**src/hw/gb_cart_pkg.sv**
```systemverilog
/*
 * Cartridge MBC shared definitions.
 * Bus widths, header offsets, CPU region codes and the controller kind.
 */
`default_nettype none

package gb_cart_pkg;

	// --------------------------------------------------
	// bus and memory widths
	// --------------------------------------------------
	typedef logic [15:0] cpu_addr_t;   // CPU bus address
	typedef logic [7:0]  byte_t;       // CPU data byte
	typedef logic [15:0] word_t;       // download and ROM memory word
	typedef logic [24:0] dl_addr_t;    // download byte address
	typedef logic [22:0] rom_waddr_t;  // ROM memory word address
	typedef logic [8:0]  rom_bank_t;   // 16 KB bank number or ROM mask
	typedef logic [3:0]  ram_bank_t;   // 8 KB bank number or RAM mask
	typedef logic [16:0] cram_addr_t;  // cartridge RAM byte address

	// decoded controller kind
	typedef enum logic [2:0] {
		MBC_NONE = 3'd0,
		MBC_1    = 3'd1,
		MBC_2    = 3'd2,
		MBC_3    = 3'd3,
		MBC_5    = 3'd4
	} mbc_kind_t;

	// --------------------------------------------------
	// cartridge header, byte offsets into the image
	// --------------------------------------------------
	localparam dl_addr_t HDR_CGB_FLAG = 25'h000143;
	localparam dl_addr_t HDR_TYPE     = 25'h000147;
	localparam dl_addr_t HDR_ROM_SIZE = 25'h000148;
	localparam dl_addr_t HDR_RAM_SIZE = 25'h000149;
	localparam dl_addr_t HDR_LICENSEE = 25'h00014B;

	// logo words, first and last word address
	localparam dl_addr_t LOGO_FIRST        = 25'h000104;
	localparam dl_addr_t LOGO_LAST         = 25'h000112;
	localparam dl_addr_t LOGO_BANK4_OFFSET = 25'h040000;  // second 256 KB game

	// CPU address bits 15:13
	localparam logic [2:0] REG_RAM_EN   = 3'b000;  // 0x0000-0x1FFF
	localparam logic [2:0] REG_ROM_BANK = 3'b001;  // 0x2000-0x3FFF
	localparam logic [2:0] REG_RAM_BANK = 3'b010;  // 0x4000-0x5FFF
	localparam logic [2:0] REG_MODE     = 3'b011;  // 0x6000-0x7FFF
	localparam logic [2:0] REG_CRAM     = 3'b101;  // 0xA000-0xBFFF

	localparam logic [3:0] RAM_ENABLE_KEY = 4'hA;
	localparam int         CRAM_DEPTH     = 131072;  // 16 banks of 8 KB

endpackage

`default_nettype wire

```
**src/hw/mbc_addr_map.sv**
```systemverilog
/*
 * MBC address mapping.
 * Turns a CPU access into a ROM word address or a cartridge RAM address.
 */
`timescale 1ns/1ps
`default_nettype none

module mbc_addr_map (
	input  gb_cart_pkg::cpu_addr_t  cpu_addr,
	input  logic                    cpu_rd,
	input  logic                    cpu_wr,
	input  gb_cart_pkg::mbc_kind_t  cart_kind,
	input  gb_cart_pkg::rom_bank_t  rom_mask,
	input  gb_cart_pkg::ram_bank_t  ram_mask,
	input  logic                    mbc1m,
	input  logic                    mbc1_mode,
	input  gb_cart_pkg::rom_bank_t  rom_bank,
	input  gb_cart_pkg::ram_bank_t  ram_bank,
	output logic                    rom_rd,
	output gb_cart_pkg::rom_waddr_t rom_raddr,
	output logic                    cram_rd,
	output logic                    cram_wr,
	output gb_cart_pkg::cram_addr_t cram_addr
);
	import gb_cart_pkg::*;

	logic       is_cram;
	logic [1:0] bank2;
	rom_bank_t  rom_sel;
	rom_bank_t  rom_eff;
	ram_bank_t  ram_sel;

	assign is_cram = (cpu_addr[15:13] == REG_CRAM);
	assign rom_rd  = cpu_rd & ~cpu_addr[15];
	assign cram_rd = cpu_rd & is_cram;
	assign cram_wr = cpu_wr & is_cram;

	// MBC1 upper bits, only reach the low half and RAM in mode 1
	assign bank2   = ram_bank[1:0] & {2{cpu_addr[14] | mbc1_mode}};
	assign rom_sel = cpu_addr[14] ? rom_bank : '0;  // 0x0000-0x3FFF is bank 0

	// --------------------------------------------------
	// ROM bank
	// --------------------------------------------------
	always_comb begin
		case (cart_kind)
			MBC_1: begin
				if (mbc1m)
					rom_eff = {3'b000, bank2, rom_sel[3:0]};
				else
					rom_eff = {2'b00, bank2, rom_sel[4:0]};
			end
			MBC_2, MBC_3, MBC_5: rom_eff = rom_sel;
			default:             rom_eff = {8'd0, cpu_addr[14]};  // flat 32 KB
		endcase
		rom_eff = rom_eff & rom_mask;  // mirror past the end of the image
	end

	assign rom_raddr = {1'b0, rom_eff, cpu_addr[13:1]};

	// --------------------------------------------------
	// RAM bank
	// --------------------------------------------------
	always_comb begin
		case (cart_kind)
			MBC_1:        ram_sel = {2'b00, bank2} & ram_mask;
			MBC_3, MBC_5: ram_sel = ram_bank & ram_mask;
			default:      ram_sel = '0;  // MBC2 and plain carts have one bank
		endcase
	end

	assign cram_addr = {ram_sel, cpu_addr[12:0]};

endmodule

`default_nettype wire

```
**config.mk**
```make
export PLATFORM = sky130hd
export DESIGN_NAME = mbc_addr_map
export DESIGN_NICKNAME = d
export VERILOG_FILES = /design/src/hw/gb_cart_pkg.sv /design/src/hw/mbc_addr_map.sv
export SDC_FILE = /design/constraint.sdc
export NUM_CORES = 1
export LEC_CHECK = 0
export ABC_AREA = 1
export ABC_CLOCK_PERIOD_IN_PS = 800
export BUFFER_PORTS_ARGS = -buffer_cell sky130_fd_sc_hd__buf_4
export CAP_MARGIN = 10
export CORE_MARGIN = 2
export CORE_UTILIZATION = 25
export DETAILED_ROUTE_END_ITERATION = 16
export GPL_TIMING_DRIVEN = 0
export MAX_ROUTING_LAYER = met4
export PLACE_DENSITY_LB_ADDON = 0.12
export SYNTH_ARGS = -nofsm -noshare
export SYNTH_HDL_FRONTEND = slang
export SYNTH_SLANG_ARGS = --single-unit
```
**constraint.sdc**
```tcl
create_clock -name vclk -period 0.8
set_input_delay 0.16 -clock vclk [all_inputs]
set_output_delay 0.16 -clock vclk [all_outputs]
set_load 0.05 [all_outputs]
```
==> results list <==
* Synth unique cells: 15
- Shortest period the worst path allows: 1.21 ns
* Accumulated negative setup slack: -5.24 ns
- Mean Syn Cell Area: 5.27 um2
- Data on the critical path is required at its endpoint by 0.64 ns.
- Including well taps, the total number of placed cells is 198.
- GRT Residual Overflow: 0
- The die covers 0.00233 mm2.
- Data on the critical path arrives at its endpoint at 1.05 ns.
* Cell with the most instances after synthesis: buf_4
- Ranked by instance count, the synthesized netlist is headed by buf_4, nand2_1, nor2_1.
- Chip width: 48.3 um
- VDD sags by at most 0.000516 V.
* Wire length of the first global-routing pass: 2380 um
- Min-delay worst type: in -> out
- Average routed wire per standard cell: 9.94 um
- The initial antenna violation count came to 0.
- The highest metal layer carrying signal wires in the routed design is met4.
* HPWL after detailed placement: 1680 um
* Maximum number of pins on one net before global-route repair: 8
- Instance count of the mapped netlist: 93
- Synthesized netlist net count: roughly 140
* Fraction of the cycle the final worst path needs: 151%
- Peak fanout along the critical path: 4
* Post-Place Setup Slack: -0.465 ns
- Slew Limit Fails: 0
- The floorplan has 16 rows.
- Routed metal-1 wire length: 623 um
- Post-synth design cell area: just under 500 um2
- Type of the worst setup path: in -> out
- Across the whole layout, storage elements account for 0 um2.
- In the finished layout, the clock tree contains a buffer count of 0.
- Top cell type by total area after synthesis: buf_4
* Vias per cell: ~4.2
- For this run, the number of standard cells in the final layout without fillers is 203.
- Setup repair after global routing could not meet its margin everywhere.
- The final layout contains routed wiring with a total length of 2020 um.
- The die is between 40 and 50 um tall.
* Number of hold violations in the final report: 0
- Hold Path Stages: 2
- Across the run, the number of max-cap violations was 0.
- The first TritonRoute pass finished after 3 iterations.
- Overall routing resource usage: 14.2%
- Power Dens Cells: 738 mW/mm2
- For this run, design rule violations remaining after detail routing come to 0.
- Wire length on met2: approximately 1100 um
- The detail route stage leaves a number of antenna-violating nets equal to 0.
- From synthesis to final layout, the design area changed by 206%.
* Final estimated routing congestion in global placement: 0.636
* Crit. End Element: primary output
- At the end of the flow the core is filled with cells to around 79%.
* First-iteration detailed-routing DRC count: 1
- For this run, the post-layout net count is 227.
* Count of input and output buffers: 78
- The repair_antennas step left the layout with diodes totalling 0.
- Max Clock Freq: between 0.8 and 0.9 GHz
* Nature of the critical path startpoint: input port
- The initial utilization of the core area, before any placement, comes to 25.8%.
* Leakage: 0.770 nW
* Area of the core: approximately 0.0019 mm2
* Count of sequential standard cells: 0
- Pin placement for this block handled slightly above 90 I/O pins.
- Violated checks: setup timing
* Routed vias: 845
- Setup violations remaining at the end of the flow were counted as 15.
- Worst Setup Slack, final: -0.407 ns
- Result of the run: finished, violations left
- After synthesis, the largest area contributor takes up a little over two fifths of total cell area.
* Routed wl met3: 295 um
* Most area-consuming cells after synthesis: buf_4, nand2_1, nor2_1
* Vias in the first global route: 642
- For this run, the number of Yosys warnings is 0.
- The number of hold buffers added after CTS was 0.
- Post-synthesis sequential area ratio: 0%
- The post-route netlist has 83.0% of its cells at a drive strength greater than 1.
[through the flow]
| step | hold slack, ns | total power [W] | instance area (um2) |
|---|---|---|---|
| global route | 0.576 | 0.00116 | 1500 |
| floorplan | 0.416 | 0.000683 | 696 |
| global placement | 0.574 | 0.000996 | 1320 |
| finish | 0.574 | 0.00111 | 1500 |
| CTS | 0.574 | 0.00108 | 1450 |
| detailed placement | 0.574 | 0.00101 | 1320 |
[cell usage in the layout (no fill, tap or decap)]
cell type  Yosys  routed
o21ai_2        1       1
inv_16         0       1
buf_8          0       6
inv_4          0       2
nor2_1        14       1
inv_2          1       2
nand2_2        0       4
a21oi_4        0       2
inv_1         10       5
nand3b_1       1       1
nand3_4        0       1
a21boi_4       0       1
buf_4         28      89
o21ai_0        2       2
nand2_4        0       3
nand2_1       21      14
nand4_1        3       3
nor2_4         0      13
inv_8          0       1
buf_12         0       2
nand3_1        5       3
nand3_2        0       1
buf_6          0      14
conb_1         1       1
o21ai_4        0       2
nor2_2         1       1
[final timing paths]
kind	from	endpoint	slack (ns)
min	cpu_addr[10]	cram_addr[10]	0.57
max	cart_kind[1]	rom_raddr[13]	-0.41
[critical path, cell delays in order]
cell and delay [ns]:
buf_12 0.11, buf_12 0.13, inv_16 0.05, nand2_4 0.06, nand2_2 0.08, nand2_2 0.07, inv_4 0.11, nor2_4 0.05
nor2_4 0.09, buf_8 0.15
[metal layers]
layer / global-route usage (%) / vias up
li1: - / 426
met1: 15.8 / 361
met3: 0.370 / 2
met2: 28.2 / 56
met4: 1.62 / 0
met5: - / -
[what timing repair did]
item                       CTS  global route
setup endpoints to repair   15            15
buffers inserted             4             1
pin swaps                   14             4
resized for setup           27             8
[where the power goes]
group | switching, W | leakage, nW | internal [W]
sequential | 0 | 0 | 0
combinational | 0.000635 | 0.770 | 0.000473
clock | 0 | 0 | 0
total | 0.000635 | 0.770 | 0.000473
[kinds of logic after synthesis]
kind of cell | count (synthesis) | share of synthesized area [%]
other | 1 | 0.765
AND/OR/NAND/NOR | 45 | 38.5
buffers and inverters | 39 | 51.3
AO/OA/AOI/OAI | 8 | 9.44
[cell type report]
cell class                 instances  area, um2
timing repair buffer              83        738
multi-input combinational         54        443
fill                             142        399
buffer                            28        218
inverter                          11       70.1
tap                               27       33.8
Power figures use the tool's default switching activity.
