`src/hw/gb_cart_pkg.sv`:
```
/*
 * Cartridge MBC shared definitions.
 * Bus widths, header offsets, CPU region codes and the controller kind.
 */
`default_nettype none

package gb_cart_pkg;

	// --------------------------------------------------
	// bus and memory widths
	// --------------------------------------------------
	typedef logic [15:0] cpu_addr_t;   // CPU bus address
	typedef logic [7:0]  byte_t;       // CPU data byte
	typedef logic [15:0] word_t;       // download and ROM memory word
	typedef logic [24:0] dl_addr_t;    // download byte address
	typedef logic [22:0] rom_waddr_t;  // ROM memory word address
	typedef logic [8:0]  rom_bank_t;   // 16 KB bank number or ROM mask
	typedef logic [3:0]  ram_bank_t;   // 8 KB bank number or RAM mask
	typedef logic [16:0] cram_addr_t;  // cartridge RAM byte address

	// decoded controller kind
	typedef enum logic [2:0] {
		MBC_NONE = 3'd0,
		MBC_1    = 3'd1,
		MBC_2    = 3'd2,
		MBC_3    = 3'd3,
		MBC_5    = 3'd4
	} mbc_kind_t;

	// --------------------------------------------------
	// cartridge header, byte offsets into the image
	// --------------------------------------------------
	localparam dl_addr_t HDR_CGB_FLAG = 25'h000143;
	localparam dl_addr_t HDR_TYPE     = 25'h000147;
	localparam dl_addr_t HDR_ROM_SIZE = 25'h000148;
	localparam dl_addr_t HDR_RAM_SIZE = 25'h000149;
	localparam dl_addr_t HDR_LICENSEE = 25'h00014B;

	// logo words, first and last word address
	localparam dl_addr_t LOGO_FIRST        = 25'h000104;
	localparam dl_addr_t LOGO_LAST         = 25'h000112;
	localparam dl_addr_t LOGO_BANK4_OFFSET = 25'h040000;  // second 256 KB game

	// CPU address bits 15:13
	localparam logic [2:0] REG_RAM_EN   = 3'b000;  // 0x0000-0x1FFF
	localparam logic [2:0] REG_ROM_BANK = 3'b001;  // 0x2000-0x3FFF
	localparam logic [2:0] REG_RAM_BANK = 3'b010;  // 0x4000-0x5FFF
	localparam logic [2:0] REG_MODE     = 3'b011;  // 0x6000-0x7FFF
	localparam logic [2:0] REG_CRAM     = 3'b101;  // 0xA000-0xBFFF

	localparam logic [3:0] RAM_ENABLE_KEY = 4'hA;
	localparam int         CRAM_DEPTH     = 131072;  // 16 banks of 8 KB

endpackage

`default_nettype wire

```
`src/hw/mbc_bank_regs.sv`:
```
/*
 * MBC bank registers.
 * Decodes CPU writes to 0x0000-0x7FFF into ROM bank, RAM bank,
 * MBC1 mode and RAM enable, per controller kind.
 */
`timescale 1ns/1ps
`default_nettype none

module mbc_bank_regs (
	input  logic                   clk_sys,
	input  logic                   reset,
	input  gb_cart_pkg::cpu_addr_t cpu_addr,
	input  logic                   cpu_wr,
	input  gb_cart_pkg::byte_t     cpu_din,
	input  gb_cart_pkg::mbc_kind_t cart_kind,
	output gb_cart_pkg::rom_bank_t rom_bank,
	output gb_cart_pkg::ram_bank_t ram_bank,
	output logic                   mbc1_mode,
	output logic                   ram_enable
);
	import gb_cart_pkg::*;

	logic [2:0] region;
	logic       reg_wr;
	logic       is_mbc3;
	logic       is_mbc5;

	assign region  = cpu_addr[15:13];
	assign reg_wr  = cpu_wr & ~cpu_addr[15];  // register space is the ROM range
	assign is_mbc3 = (cart_kind == MBC_3);
	assign is_mbc5 = (cart_kind == MBC_5);

	// --------------------------------------------------
	// register writes
	// --------------------------------------------------
	always_ff @(posedge clk_sys) begin
		if (reset) begin
			rom_bank   <= 9'd1;
			ram_bank   <= 4'd0;
			mbc1_mode  <= 1'b0;
			ram_enable <= 1'b0;
		end else if (reg_wr) begin
			case (region)
				REG_RAM_EN: begin
					ram_enable <= (cpu_din[3:0] == RAM_ENABLE_KEY);
				end

				REG_ROM_BANK: begin
					if (is_mbc5) begin
						if (cpu_addr[12])  // 0x3000-0x3FFF carries bit 8
							rom_bank[8] <= cpu_din[0];
						else
							rom_bank[7:0] <= cpu_din;
					end else if (cpu_din[6:0] == 7'd0) begin
						rom_bank <= 9'd1;  // bank 0 is never selected here
					end else begin
						rom_bank <= {2'b00, cpu_din[6:0]};
					end
				end

				REG_RAM_BANK: begin
					if (is_mbc5)
						ram_bank <= cpu_din[3:0];
					else if (!(is_mbc3 && cpu_din[3]))  // bit 3 picks the clock
						ram_bank <= {2'b00, cpu_din[1:0]};
				end

				REG_MODE: begin
					if (cart_kind == MBC_1)
						mbc1_mode <= cpu_din[0];
				end

				default: begin
				end
			endcase
		end
	end

endmodule

`default_nettype wire

```
`config.mk`:
```
export PLATFORM = sky130hd
export DESIGN_NAME = mbc_bank_regs
export DESIGN_NICKNAME = d
export VERILOG_FILES = /design/src/hw/gb_cart_pkg.sv /design/src/hw/mbc_bank_regs.sv
export SDC_FILE = /design/constraint.sdc
export NUM_CORES = 1
export LEC_CHECK = 0
export BUFFER_PORTS_ARGS = -buffer_cell sky130_fd_sc_hd__buf_2
export CAP_MARGIN = 10
export CELL_PAD_IN_SITES_DETAIL_PLACEMENT = 1
export CELL_PAD_IN_SITES_GLOBAL_PLACEMENT = 1
export CORE_MARGIN = 1
export CORE_UTILIZATION = 27
export CTS_BUF_LIST = sky130_fd_sc_hd__clkbuf_4 sky130_fd_sc_hd__clkbuf_8
export DETAILED_ROUTE_END_ITERATION = 10
export MAX_ROUTING_LAYER = met4
export PLACE_DENSITY_LB_ADDON = 0.12
export SLEW_MARGIN = 20
export SYNTH_ARGS = -nofsm -noshare
export SYNTH_HDL_FRONTEND = slang
export SYNTH_SLANG_ARGS = --single-unit
```
`constraint.sdc`:
```
create_clock -name clk_sys -period 1.1 [get_ports clk_sys]
set_input_delay 0 -clock clk_sys [delete_from_list [all_inputs] [get_ports clk_sys]]
set_output_delay 0 -clock clk_sys [all_outputs]
set_load 0.01 [all_outputs]
```
==> metrics.csv, run 1 <==
metric;value;unit
vias in the first global route;756;
placed cell area;963;sq um
slew at the pin with the worst max-slew slack;0.394;ns
hold path depth;3;
Worst Reg2Reg Path Length in Cells;2;
FF-to-FF End;rom_bank[0]$_SDFFE_PP1P_;
CTS tree;yes;
status;completed;
WP buf/inv;1;
grt ovf;0;
1st-pass router iterations;2;
Max Clk Rate;0.951;GHz
Tcrit/Tclk final;95.6;%
Die ar.;0.00282;sq mm
Via-to-Cell Ratio;5.07;
Data required, critical path;1.31;ns
Post-synth ARST share;0;%
number of DRC markers in iteration 0;4;
routed length per placed instance;14.0;microns
Setup Buffers After CTS;0;
ratio of cells with drive above 1 in the final layout;38.2;%
nets;154;
critical path fanouts, max;2;
Longest Clk Path Bufs;2;
Site Rows;18;
Clock transition at path regs;0.09;ns
Distinct cells, synth;23;
Final setup viols;0;
I/O pins;45;
WL final;2140;microns
Tot GR Track Use;17.1;%
top post-synthesis cells by count;dfxtp_1, a21oi_1, nand3_1, o21ai_1, nand2_1;
Final Cell Area;0.00103;sq mm
final-layout fill cell count;322;
Arr. time, crit path;1.27;ns
CP peak stage delay;0.52;ns
WP depth;4;
#FFs+latches synth;15;
post-synth top area cell;dfxtp_1;
Initial Util;28.5;%
Crit Reg-Reg Startpoint;rom_bank[0]$_SDFFE_PP1P_;
CP Class;input pin to register;
EDFF count, synth;0;
dpl hpwl;1580;microns
DRC Markers;0;
Final Critical Period;1.05;ns
warnings from Yosys;0;
Die H;53.1;microns
CP startpoint kind;input pin;
P&R area growth vs syn;45.7;%
CP delay by family, top;simple AND/OR/NAND/NOR gates;
relative slew slack;73.4;%
Antenna Violating Nets Remaining;0;
core area;0.00248;sq mm
Synth Flop Type;dfxtp_1;
Worst setup startpoint;cpu_din[1];
Reg area;300;sq um
Final Max Tran Viols;0;
largest net degree at the start of global routing;14;
R2R Setup Slk;0.38;ns
Worst Hold Class;input pin to register;
Core Util, Final;41.5;%
clk sinks;15;
Clock Skews;0;ns
CP Capture Type;register;
initial antenna violation count;0;
Num CTS Buffers;3;
Skew-Pair Late Insertion Delay;0.27;ns
Syn Inst Count;78;
cell chain of the critical path;buf_2 > or4_1 > or4_1 > a21oi_1;
leakage;0.000437;uW
VDD IR-drop max;0.687;mV
slowest stage cell, crit path;or4_1;
post-cts sizing count;0;
vias post-DR;775;
top-area cell type share of the netlist area;42.6;%
most frequent CP cell;or4_1;
Antenna Cells;0;
Die Wd;53.1;microns
hold violation total from the final report;0;
Seq/Total Area, Yosys;42.6;%
count leader, synth;dfxtp_1;
Synth Area per Inst;9.05;sq um
Critical Path End;rom_bank[0]$_SDFFE_PP1P_;
H-tree depth;1;
Fin Setup TNS;0;ns
CTS root buf;clkbuf_4;
first-pass GRT wire length;3390;microns
Max Cap Violations;0;
power per cell area;1010;mW/mm^2
Syn Nets;108;
largest cells by area after synthesis;dfxtp_1, a21oi_1, mux2i_1;
number of port buffers;32;
area of the multi-input gates;387;sq um
RSZ-0062 raised after global routing;no;
synthesized cell area;706;sq um
RD Place Congestion;0.744;
Hold Slack;0.0221;ns
-- state kept, by name, indices dropped and copies added, names as in the netlist --
register	count
rom_bank	9
ram_bank	4
mbc1_mode	1
ram_enable	1
-- worst min-delay path by stage --
stage | start | endpoint
after floorplan | cpu_din[0] | ram_bank[0]$_SDFFE_PP0P_
after global placement | cpu_din[5] | rom_bank[5]$_SDFFE_PP0P_
after detailed placement | cpu_din[5] | rom_bank[5]$_SDFFE_PP0P_
after CTS | cpu_din[0] | ram_bank[0]$_SDFFE_PP0P_
after global routing | cpu_din[0] | ram_bank[0]$_SDFFE_PP0P_
final | cpu_din[0] | ram_bank[0]$_SDFFE_PP0P_
-- worst reg2reg max path, stage by stage (launching register included) --
cell and delay, ns:
dfxtp_1 0.33, a211oi_1 0.23, a21oi_1 0.06
-- where the power goes --
group | internal (uW) | leakage (uW) | switching [uW]
logic | 76.3 | 0.000298 | 78.6
clock network | 165 | 0.0000184 | 170
registers | 550 | 0.000121 | 3.33
-- cell type report --
| cell class | instances | share of cell area [%] |
|---|---|---|
| inverters | 1 | 0.365 |
| repair buffers | 45 | 26.3 |
| multi-input cells | 58 | 37.6 |
| clock buffers | 4 | 2.92 |
| flip-flops and latches | 15 | 29.2 |
| well taps | 30 | 3.65 |
-- routing by layer --
metal | share of wire [%] | routed length, microns | up-vias | track usage, %
met5 | 0 | 0 | - | -
met2 | 46 | 991 | 19 | 29.1
li1 | - | - | 390 | -
met3 | 5.0 | 106 | 2 | 2.59
met4 | 0.70 | 15 | 0 | 6.58
met1 | 48 | 1020 | 364 | 20.2
-- placed cells by master, fill, tap and decap left out --
master / netlist / layout
a21bo_1: 1 / 1
clkbuf_4: 0 / 4
nor3b_2: 1 / 1
nand4b_1: 1 / 1
buf_4: 0 / 10
buf_2: 0 / 31
and4b_1: 1 / 1
nor3b_1: 1 / 1
a21oi_1: 10 / 10
inv_1: 1 / 1
nor2_1: 1 / 1
dlygate4sd3_1: 0 / 4
nor4bb_1: 3 / 3
dfxtp_1: 15 / 15
nand4_1: 1 / 1
nand4bb_1: 2 / 2
mux2i_1: 5 / 5
nor4_1: 1 / 1
a211oi_1: 1 / 1
and4bb_2: 1 / 1
or4_1: 2 / 2
nor4b_1: 2 / 2
nand3_1: 9 / 9
o21ai_1: 8 / 8
nand2_1: 6 / 6
and3b_1: 1 / 1
-- stage by stage --
| stage | setup slack (ns) | power [uW] | std cells |
|---|---|---|---|
| after floorplan | 0.0380 | 619 | 78 |
| after global placement | -0.0910 | 708 | 146 |
| after detailed placement | -0.0993 | 712 | 146 |
| after CTS | 0.0331 | 1060 | 154 |
| after global routing | 0.0159 | 1110 | 153 |
| final | 0.0488 | 1040 | 153 |
-- kinds of logic after synthesis --
family / Yosys count / synth area share [%]
flops: 15 / 42.6
simple gates: 33 / 32.4
buf+inv: 5 / 2.66
mux: 5 / 7.09
compound gates: 20 / 15.2
-- repair_timing --
item                                    CTS  global route
endpoints found under the setup margin    0             1
hold buffers                              4             0
hold endpoints to repair                  5             0
Note: power is estimated with default switching activity, not from simulation.
==> inputs of run 2 (changes only) <==
CORE_MARGIN = 2   (was 1)
==> metrics.csv, run 2 (synthesis gave the netlist of run 1 again) <==
metric;value;unit
HP Start;cpu_din[7];
Largest Register;rom_bank;
met3 wire len;118;microns
vias in the first global route;746;
routed length per placed instance;13.8;microns
ratio of cells with drive above 1 in the final layout;39.7;%
Via-to-Cell Ratio;5.13;
Initial Util;28.5;%
Final Max Tran Viols;0;
Tot GR Track Use;15.8;%
area of the multi-input gates;394;sq um
CP startpoint kind;input pin;
Highest Signal Layer;met3;
CTS tree;yes;
Antenna Violating Nets Remaining;0;
largest net degree at the start of global routing;14;
leading cell type in the layout, fill and taps excluded;buf_2;
top flop regs;rom_bank x9, ram_bank x4;
Die Wd;55.1;microns
Site Rows;18;
total power;1040;uW
Arr. time, crit path;1.24;ns
dpl hpwl;1580;microns
status;completed;
number of port buffers;32;
Setup Buffers After CTS;0;
CTS root buf;clkbuf_4;
VDD IR-drop max;0.633;mV
Tcrit/Tclk final;92.7;%
nets;152;
Fin Setup TNS;0;ns
Die ar.;0.00304;sq mm
leakage;0.000432;uW
Num CTS Buffers;3;
dpl cells;146;
final-layout fill cell count;314;
Die H;55.1;microns
initial antenna violation count;0;
core area;0.00248;sq mm
Final Cell Area;0.00102;sq mm
WL final;2080;microns
slew at the pin with the worst max-slew slack;0.401;ns
Clock Skews;0;ns
clk sinks;15;
fin cells;151;
first-pass GRT wire length;3310;microns
critical path fanouts, max;2;
Longest Clk Path Bufs;2;
placed cell area;963;sq um
power per cell area;1020;mW/mm^2
Max Cap Violations;0;
Worst setup startpoint;cpu_din[4];
DRC Markers;0;
Data required, critical path;1.32;ns
H-tree depth;1;
grt ovf;0;
M1 wire length;1050;microns
Final setup viols;0;
vias post-DR;775;
number of DRC markers in iteration 0;3;
Clock transition at path regs;0.09;ns
Antenna Cells;0;
Max Clk Rate;0.980;GHz
Worst Hold Class;input pin to register;
commonest non-fill, non-tap cells in the layout;buf_2, dfxtp_1, buf_4;
relative slew slack;72.9;%
RD Place Congestion;0.700;
Final Critical Period;1.02;ns
Skew-Pair Late Insertion Delay;0.28;ns
hold violation total from the final report;0;
RSZ-0062 raised after global routing;no;
CP Capture Type;register;
Core Util, Final;41.2;%
CP Class;input pin to register;
max reg flops;9;
Reg area;300;sq um
I/O pins;45;
DR WL met2;916;microns
Crit Reg-Reg Startpoint;rom_bank[0]$_SDFFE_PP1P_;
P&R area growth vs syn;44.7;%
1st-pass router iterations;4;
==> run 2: cell count changes in the layout (fill, tap and decap cells not counted), sizes merged <==
| cell | previous run | this run |
|---|---|---|
| dlygate4sd3 | 4 | 3 |
| buf | 41 | 40 |
==> run 2: path summary, 6_finish.rpt <==
kind              slack, ns  cells past startpoint                        to
setup / recovery       0.08                      3  rom_bank[0]$_SDFFE_PP1P_
hold / removal         0.01                      3  rom_bank[7]$_SDFFE_PP0P_
setup reg to reg       0.36                      2  rom_bank[0]$_SDFFE_PP1P_
hold reg to reg        0.46                      2  ram_bank[0]$_SDFFE_PP0P_
==> run 2: report_power, final <==
part / total [uW] / switching (uW) / internal [uW]
sequential: 553 / 3.25 / 550
combinational: 150 / 76.6 / 73.3
clock: 341 / 176 / 165
==> run 2: area by class of cell <==
type	instances	share of cell area [%]
Timing Repair Buffer	43	25.0
Inverter	1	0.368
Sequential cell	15	29.4
Multi-Input combinational cell	58	38.6
Tap cell	30	3.68
Clock buffer	4	2.94
==> run 2: worst max-delay path, stage by stage <==
cell and delay [ns]:
dlygate4sd3_1 0.56, or4_4 0.54, a21oi_2 0.13
==> run 2: what timing repair did <==
| item | in CTS | in global routing |
|---|---|---|
| endpoints found under the setup margin | 0 | 1 |
| hold endpoints to repair | 4 | 0 |
| gates resized for setup | 0 | 2 |
| hold buffers | 3 | 0 |
==> run 2: per-stage QoR <==
stage / setup slack, ns / hold slack [ns]
floorplan: 0.0380 / 0.142
global placement: -0.0906 / 0.270
detailed placement: -0.0965 / 0.271
CTS: 0.0352 / 0.00572
global route: 0.0513 / 0.00444
finish: 0.0798 / 0.0124
==> run 2: routing by layer <==
metal,vias up,global-route usage [%]
met4,0,4.88
li1,386,-
met1,371,21.8
met5,-,-
met2,18,23.6
met3,0,2.42
