### config.mk
export PLATFORM = sky130hd
export DESIGN_NAME = cart_header_snoop
export DESIGN_NICKNAME = d
export VERILOG_FILES = /design/src/hw/gb_cart_pkg.sv /design/src/hw/cart_header_snoop.sv
export SDC_FILE = /design/constraint.sdc
export NUM_CORES = 1
export LEC_CHECK = 0
export ABC_AREA = 1
export BUFFER_PORTS_ARGS = -buffer_cell sky130_fd_sc_hd__buf_2
export CORE_AREA = 3 3 116 118
export CTS_CLUSTER_DIAMETER = 120
export DETAILED_ROUTE_END_ITERATION = 16
export DIE_AREA = 0 0 119 121
export PLACE_DENSITY = 0.8
export SYNTH_ARGS = -nofsm -noshare
export SYNTH_HDL_FRONTEND = slang
export SYNTH_SLANG_ARGS = --single-unit
### constraint.sdc
create_clock -name clk_sys -period 6.55 [get_ports clk_sys]
set_input_delay 0.9825 -clock clk_sys [delete_from_list [all_inputs] [get_ports clk_sys]]
set_output_delay 0.9825 -clock clk_sys [all_outputs]
set_load 0.02 [all_outputs]
### src/hw/gb_cart_pkg.sv
/*
 * Cartridge MBC shared definitions.
 * Bus widths, header offsets, CPU region codes and the controller kind.
 */
`default_nettype none

package gb_cart_pkg;

	// --------------------------------------------------
	// bus and memory widths
	// --------------------------------------------------
	typedef logic [15:0] cpu_addr_t;   // CPU bus address
	typedef logic [7:0]  byte_t;       // CPU data byte
	typedef logic [15:0] word_t;       // download and ROM memory word
	typedef logic [24:0] dl_addr_t;    // download byte address
	typedef logic [22:0] rom_waddr_t;  // ROM memory word address
	typedef logic [8:0]  rom_bank_t;   // 16 KB bank number or ROM mask
	typedef logic [3:0]  ram_bank_t;   // 8 KB bank number or RAM mask
	typedef logic [16:0] cram_addr_t;  // cartridge RAM byte address

	// decoded controller kind
	typedef enum logic [2:0] {
		MBC_NONE = 3'd0,
		MBC_1    = 3'd1,
		MBC_2    = 3'd2,
		MBC_3    = 3'd3,
		MBC_5    = 3'd4
	} mbc_kind_t;

	// --------------------------------------------------
	// cartridge header, byte offsets into the image
	// --------------------------------------------------
	localparam dl_addr_t HDR_CGB_FLAG = 25'h000143;
	localparam dl_addr_t HDR_TYPE     = 25'h000147;
	localparam dl_addr_t HDR_ROM_SIZE = 25'h000148;
	localparam dl_addr_t HDR_RAM_SIZE = 25'h000149;
	localparam dl_addr_t HDR_LICENSEE = 25'h00014B;

	// logo words, first and last word address
	localparam dl_addr_t LOGO_FIRST        = 25'h000104;
	localparam dl_addr_t LOGO_LAST         = 25'h000112;
	localparam dl_addr_t LOGO_BANK4_OFFSET = 25'h040000;  // second 256 KB game

	// CPU address bits 15:13
	localparam logic [2:0] REG_RAM_EN   = 3'b000;  // 0x0000-0x1FFF
	localparam logic [2:0] REG_ROM_BANK = 3'b001;  // 0x2000-0x3FFF
	localparam logic [2:0] REG_RAM_BANK = 3'b010;  // 0x4000-0x5FFF
	localparam logic [2:0] REG_MODE     = 3'b011;  // 0x6000-0x7FFF
	localparam logic [2:0] REG_CRAM     = 3'b101;  // 0xA000-0xBFFF

	localparam logic [3:0] RAM_ENABLE_KEY = 4'hA;
	localparam int         CRAM_DEPTH     = 131072;  // 16 banks of 8 KB

endpackage

`default_nettype wire

### src/hw/cart_header_snoop.sv
/*
 * Cartridge header snoop.
 * Watches the ROM download, keeps the header bytes and decodes the
 * controller kind, bank masks, flags and the MBC1 multicart variant.
 */
`timescale 1ns/1ps
`default_nettype none

module cart_header_snoop (
	input  logic                   clk_sys,
	input  logic                   reset,
	input  logic                   dl_active,
	input  logic                   dl_wr,
	input  gb_cart_pkg::dl_addr_t  dl_addr,
	input  gb_cart_pkg::word_t     dl_data,
	output gb_cart_pkg::mbc_kind_t cart_kind,
	output gb_cart_pkg::rom_bank_t rom_mask,
	output gb_cart_pkg::ram_bank_t ram_mask,
	output logic                   mbc1m,
	output logic                   cart_battery,
	output logic                   cart_cgb
);
	import gb_cart_pkg::*;

	// the word that carries a header byte sits on the even address
	function automatic logic hdr_hit(dl_addr_t a, dl_addr_t ofs);
		return a == {ofs[24:1], 1'b0};
	endfunction

	function automatic byte_t hdr_byte(dl_addr_t ofs, word_t w);
		return ofs[0] ? w[15:8] : w[7:0];  // little endian words
	endfunction

	logic       dl_active_q;
	logic       dl_start;
	byte_t      cart_type;
	byte_t      cart_rom_size;
	byte_t      cart_ram_size;
	byte_t      cart_cgb_flag;
	word_t      logo_data [8];
	logic [7:0] logo_match;
	dl_addr_t   logo_ofs;
	logic [2:0] logo_idx;
	logic       in_logo;
	logic       in_copy;

	assign dl_start = dl_active & ~dl_active_q;
	assign logo_ofs = dl_addr - LOGO_FIRST;
	assign logo_idx = logo_ofs[3:1];  // same index in both windows
	assign in_logo  = (dl_addr >= LOGO_FIRST) && (dl_addr <= LOGO_LAST);
	assign in_copy  = (dl_addr >= LOGO_FIRST + LOGO_BANK4_OFFSET) &&
		(dl_addr <= LOGO_LAST + LOGO_BANK4_OFFSET);

	always_ff @(posedge clk_sys) begin
		if (reset)
			dl_active_q <= 1'b0;
		else
			dl_active_q <= dl_active;
	end

	// --------------------------------------------------
	// capture while the image streams in
	// --------------------------------------------------
	always_ff @(posedge clk_sys) begin
		if (dl_start) begin  // new image, forget the old header
			cart_type     <= '0;
			cart_rom_size <= '0;
			cart_ram_size <= '0;
			cart_cgb_flag <= '0;
			logo_match    <= '0;
		end
		if (dl_active && dl_wr) begin
			if (hdr_hit(dl_addr, HDR_CGB_FLAG))
				cart_cgb_flag <= hdr_byte(HDR_CGB_FLAG, dl_data);
			if (hdr_hit(dl_addr, HDR_TYPE))
				cart_type <= hdr_byte(HDR_TYPE, dl_data);
			if (hdr_hit(dl_addr, HDR_ROM_SIZE))
				cart_rom_size <= hdr_byte(HDR_ROM_SIZE, dl_data);
			if (hdr_hit(dl_addr, HDR_RAM_SIZE))
				cart_ram_size <= hdr_byte(HDR_RAM_SIZE, dl_data);
			if (in_logo)
				logo_data[logo_idx] <= dl_data;
			if (in_copy)  // multicarts repeat the logo for each game
				logo_match[logo_idx] <= (dl_data == logo_data[logo_idx]);
		end
	end

	// --------------------------------------------------
	// decode
	// --------------------------------------------------
	always_comb begin
		case (cart_type) inside
			[8'h01:8'h03]: cart_kind = MBC_1;
			[8'h05:8'h06]: cart_kind = MBC_2;
			[8'h0F:8'h13]: cart_kind = MBC_3;
			[8'h19:8'h1E]: cart_kind = MBC_5;
			default:       cart_kind = MBC_NONE;  // plain ROM, ROM+RAM
		endcase

		case (cart_type) inside
			8'h03, 8'h06, 8'h09, 8'h0D, 8'h0F, 8'h10, 8'h13,
			8'h1B, 8'h1E, 8'h22, 8'hFF: cart_battery = 1'b1;
			default:                    cart_battery = 1'b0;
		endcase

		if (cart_rom_size <= 8'd8)  // 2 << n banks
			rom_mask = 9'h1FF >> (4'd8 - cart_rom_size[3:0]);
		else
			rom_mask = 9'h07F;  // 72, 80 and 96 bank parts

		case (cart_ram_size)
			8'h00, 8'h01, 8'h02: ram_mask = 4'h0;  // at most one bank
			8'h03:               ram_mask = 4'h3;
			default:             ram_mask = 4'hF;
		endcase
	end

	assign cart_cgb = (cart_cgb_flag == 8'h80) || (cart_cgb_flag == 8'hC0);
	assign mbc1m    = &logo_match;

endmodule

`default_nettype wire

==> results.yml, run 1 <==
status:
  status: "finished clean"
hold_path:
  holdPathStages: 2
  hp-class: "register to register"
cells_and_area:
  final_common_cell: "nand2_1"
  fin_nets: 1047
  fillCellCount: 921
  antenna_cells: 0
  final_cell_mix: "287 x nand2_1, 128 x edfxtp_1, 122 x inv_1"
  drive_gt1_share_pct: 11.7
  area_growth_pct: 11.5
logic_synthesis:
  synth_edf_count: 128
  ys_seq_area_share_pct: 57.2
  synth_flop_cell: "edfxtp_1"
  synth-seq-cells: 168
  ys_warn_count: 0
  syn-instance-count: 940
  synth_cell_type_count: 33
  syn_nets: 994
  synthArstFlopShare_pct: 0
  synth.avg_cell_area_um2: 8.64
  synth_area_mm2: 0.00812
die:
  die_x_um: 119
  row_count: 41
  die_height_um: 121
  core_area_mm2: 0.0126
  die-area_mm2: 0.0144
  ios: 64
  start_util_pct: 64.6
detailed_routing:
  wl_met1_mm: 7.67
  drc_errors: 0
  drtPass1Iterations: 5
  top_layer: "met4"
  drt_iter0_markers: 655
  wl_met3_mm: 1.35
  routed-wl-met2_mm: 8.25
  ant_nets: 0
  wire_per_inst_um: 14.9
  finalWirelength_mm: 17.6
  vias_per_cell: 5.37
  vias: 6330
timing:
  finalCriticalPeriod_ns: 4.41
  fin_crit_sh_pct: 67.3
  rsz0062_at_grt: "false"
  fin_skew_ns: 0.0120
  worst_pin_slew_ns: 1.17
  finalMaxSlewViolations: 0
  max_slew_margin_pct: 21.6
  holdWs_ns: 0.497
  finalSetupTns_ns: 0
  setup_violations: 0
  fmax_mhz: 227
  hold_viol: 0
worst_setup_path:
  startpoint_type: "input port"
  end_kind: "register"
  worstPathArrival_ns: 4.78
  ff2ff_setup_slack_ns: 4.95
  ff2ff_path_depth: 13
  worstSetupPathType: "input port to register"
  worstPathMaxFanout: 33
  cp.required_ns: 6.92
grt:
  grt_pass1_wl_mm: 28.7
  grt_max_degree: 66
  grt-ovfl-total: 0
  grt_usage_pct: 25.6
  grt_pass1_vias: 5809
  antenna_found_initial: 0
clock_network:
  cts.sinks: 168
  cts_resized: 0
  hold_buffers: 0
  numCtsBuffers: 17
  cts_tree: "built"
  cts_setup_buffers: 0
  htreeDepth: 4
  clockBufferDepth: 2
  clockRootBuffer: "clkbuf_16"
  path_clk_slew_ns: 0.07
  clock_latency_ns: 0.43
placement:
  port_buffers: 63
  hpwl_mm: 11.1
  place_congestion: 0.907
flow_run:
  max_cap_violations: 0
power:
  power_density_mw_per_mm2: 251
  ir_worst_vdd_mv: 0.287
  leakagePower_nw: 3.93
metal layers:
| layer | up-vias | global-route usage (%) |
|---|---|---|
| li1 | 3161 | - |
| met1 | 2898 | 34.7 |
| met2 | 250 | 41.3 |
| met3 | 21 | 5.50 |
| met4 | 0 | 8.54 |
| met5 | - | 0 |
critical path: stages:
cell and delay [ns]:
buf_2 0.59, inv_2 0.43, ha_1 0.88, clkinv_1 0.71, a21oi_1 0.30, nand3_1 0.13
nand3_1 0.10, nand2_1 0.05, nor2_1 0.10, nand2_1 0.09, nor2_4 0.20, nand3_1 0.10
nand2_1 0.08
cells by family (layout without fill, tap and decap cells):
group	Yosys count	after routing	synth area share (%)
simple gates	533	533	28.1
flops	168	168	57.2
fa+ha+maj	9	9	1.39
buf+inv	161	227	8.72
compound gates	69	69	4.58
metrics by stage:
step / power, mW / utilization (%) / cells / setup slack, ns / instance area (um^2)
after CTS: 2.27 / 72.0 / 1178 / 2.25 / 9050
after detailed placement: 1.32 / 67.4 / 1146 / 1.83 / 8470
after global placement: 1.32 / 67.4 / 1146 / 1.79 / 8470
after global routing: 2.34 / 72.0 / 1178 / 1.73 / 9050
final: 2.27 / 72.0 / 1178 / 2.14 / 9050
after floorplan: 1.27 / - / 940 / 3.36 / 8120
Yosys cell counts, types with 3 or more instances:
library cell  number  share of area [%]
a21oi_1           11               0.68
buf_2             14               0.86
buf_4              6               0.55
buf_6              7               0.97
clkbuf_1           7               0.32
dfxtp_1           40                9.9
edfxtp_1         128                 47
ha_1               9                1.4
inv_1            122                5.6
inv_2              3               0.14
nand2_1          287                 13
nand3_1           84                5.2
nand3_2            4               0.49
nand3b_1          15                1.4
nand4_1           14                1.1
nor2_1           106                4.9
nor2_4             3               0.42
nor3_1            10               0.62
nor4_1             4               0.31
o21ai_0           47                2.9
flip-flops by register name, indices dropped and copies added (netlist names):
signal         count
logo_data        128
cart_ram_size      8
cart_rom_size      8
cart_type          8
logo_match         8
cart_cgb_flag      7
dl_active_q        1
layout make-up:
type	count	area (um^2)	area share [%]
flip-flops and latches	168	4640	51.3
well taps	172	215	2.38
multi-input cells	611	2780	30.7
clock buffers	24	524	5.79
inverters	126	473	5.23
clock inverters	8	53.8	0.594
repair buffers	69	360	3.98
power breakdown:
part / leakage [nW] / total (mW) / switching [mW] / internal [mW]
clock: 0.293 / 0.965 / 0.402 / 0.563
sequential: 1.47 / 1.14 / 0.000120 / 1.14
combinational: 2.17 / 0.158 / 0.110 / 0.0478
path summary, 6_finish.rpt:
kind	startpoint	endpoint
hold reg to reg	cart_ram_size[7]	cart_ram_size[7]
setup / recovery	dl_addr[2]	logo_match[5]
hold / removal	cart_ram_size[7]	cart_ram_size[7]
setup reg to reg	logo_data[0][2]	logo_match[5]
Note: power is estimated with default switching activity, not from simulation.
==> run 2: changes to the inputs <==
CORE_AREA = 3 3 121 123   (was 3 3 116 118)
DIE_AREA = 0 0 124 126   (was 0 0 119 121)
PLACE_DENSITY = 0.74   (was 0.8)
clock period = 4.4 ns   (was 6.55 ns; I/O delays follow)
==> results.yml, run 2 (same netlist as run 1, synthesis figures left out) <==
clock_network:
  cts_resized: 0
  path_clk_slew_ns: 0.07
  clockRootBuffer: "clkbuf_16"
  cts_tree: "built"
  hold_buffers: 0
  cts_setup_buffers: 0
  cts.sinks: 168
  clock_latency_ns: 0.43
  htreeDepth: 4
  numCtsBuffers: 17
  clockBufferDepth: 2
power:
  power_frac_comb_pct: 7.6
  leakagePower_nw: 3.92
  p_int_mw: 2.53
  p_clk_share_pct: 42.4
  p_sw_uw: 876
  power_density_mw_per_mm2: 375
  ir_worst_vdd_mv: 0.292
  seqPwrFrac_pct: 50.0
  p_sw_share_pct: 25.7
cells_and_area:
  largest_register_ffs: 128
  final_common_cell: "nand2_1"
  multi_input_area_mm2: 0.00278
  drive_gt1_share_pct: 12.3
  regArea_mm2: 0.00464
  regMostFlops: "logo_data"
  final_cell_area_mm2: 0.00907
  area_growth_pct: 11.8
  fillCellCount: 1142
  fin_nets: 1049
  antenna_cells: 0
  final_cell_mix: "287 x nand2_1, 128 x edfxtp_1, 122 x inv_1"
worst_setup_path:
  startpoint_type: "input port"
  worstSetupPathType: "input port to register"
  end_kind: "register"
  cp.required_ns: 4.45
  ff2ff_setup_slack_ns: 2.66
  worstPathMaxFanout: 33
  worstPathArrival_ns: 3.23
detailed_routing:
  wire_per_inst_um: 17.5
  vias_per_cell: 5.47
  ant_nets: 0
  drt_iter0_markers: 784
  drtPass1Iterations: 5
  drc_errors: 0
  vias: 6502
  finalWirelength_mm: 20.8
timing:
  setup_violations: 0
  fin_skew_ns: 0.00739
  fin_crit_sh_pct: 72.3
  finalMaxSlewViolations: 0
  hold_viol: 0
  rsz0062_at_grt: "false"
  setup_ws_ns: 1.22
  fmax_mhz: 314
  finalSetupTns_ns: 0
  worst_pin_slew_ns: 1.02
  finalCriticalPeriod_ns: 3.18
  max_slew_margin_pct: 32.0
placement:
  place_congestion: 0.913
  placed_cell_area_mm2: 0.00850
  hpwl_mm: 14.3
  preCtsSetupSlack_ns: 0.822
  port_buffers: 63
die:
  start_util_pct: 58.9
  ios: 64
  row_count: 43
  die_height_um: 126
  die-area_mm2: 0.0156
  core_area_mm2: 0.0138
  die_x_um: 124
grt:
  antenna_found_initial: 0
  grt_pass1_wl_mm: 32.3
  grt_max_degree: 64
  grt_usage_pct: 27.9
  grt-ovfl-total: 0
  grt_pass1_vias: 5923
status:
  status: "finished clean"
flow_run:
  max_cap_violations: 0
hold_path:
  hp-class: "input port to register"
[run 2: cell types whose count changed in the layout (fill, tap and decap cells not counted), sizes merged]
cell / before / now
inv: 131 / 136
clkbuf: 24 / 17
buf: 69 / 71
clkinvlp: 0 / 2
[run 2: worst max-delay path, stage by stage]
cell and delay (ns):
buf_2 0.33, nor2_2 0.67, nand2_1 0.11, nor2_1 0.12, nor2_1 0.05, nand2_1 0.08
nand4_1 0.07, or2_2 0.44, nor2_2 0.68
[run 2: power by group through the flow]
stage	combinational (mW)	sequential, mW	clock (mW)
after floorplan	0.158	1.74	0
after global placement	0.253	1.74	0
after detailed placement	0.256	1.74	0
after CTS	0.257	1.70	1.46
after global routing	0.286	1.70	1.51
final	0.260	1.70	1.44
[run 2: cell type report]
cell class              instances  area share, %
flip-flops and latches        168           51.2
multi-input cells             611           30.7
inverters                     126           5.21
clock buffers                  17           4.69
repair buffers                 71           4.14
well taps                     180           2.48
clock inverters                15           1.61
[run 2: worst paths after layout]
check                                       from                to  cells after the start
worst max-delay path                  dl_addr[2]   logo_data[3][4]                      9
worst min-delay path                       reset       dl_active_q                      2
worst max register to register   logo_data[5][2]     logo_match[6]                     13
worst min register to register  cart_ram_size[4]  cart_ram_size[4]                      2
[run 2: layer usage]
layer  global-route usage [%]  vias up  wire length (um)
met5                        0        -                 0
met4                     11.6        0               697
met3                     4.85       41              1850
met2                     43.5      348              9750
met1                     38.8     2948              8520
li1                         -     3165                 -
[run 2: metrics by stage]
step	hold slack [ns]	instances	utilization, %	total power [mW]
after floorplan	0.457	940	-	1.90
after global placement	0.473	1156	61.7	1.99
after detailed placement	0.474	1156	61.7	1.99
after CTS	0.371	1188	65.9	3.42
after global routing	0.383	1188	65.9	3.50
final	0.387	1188	65.9	3.41
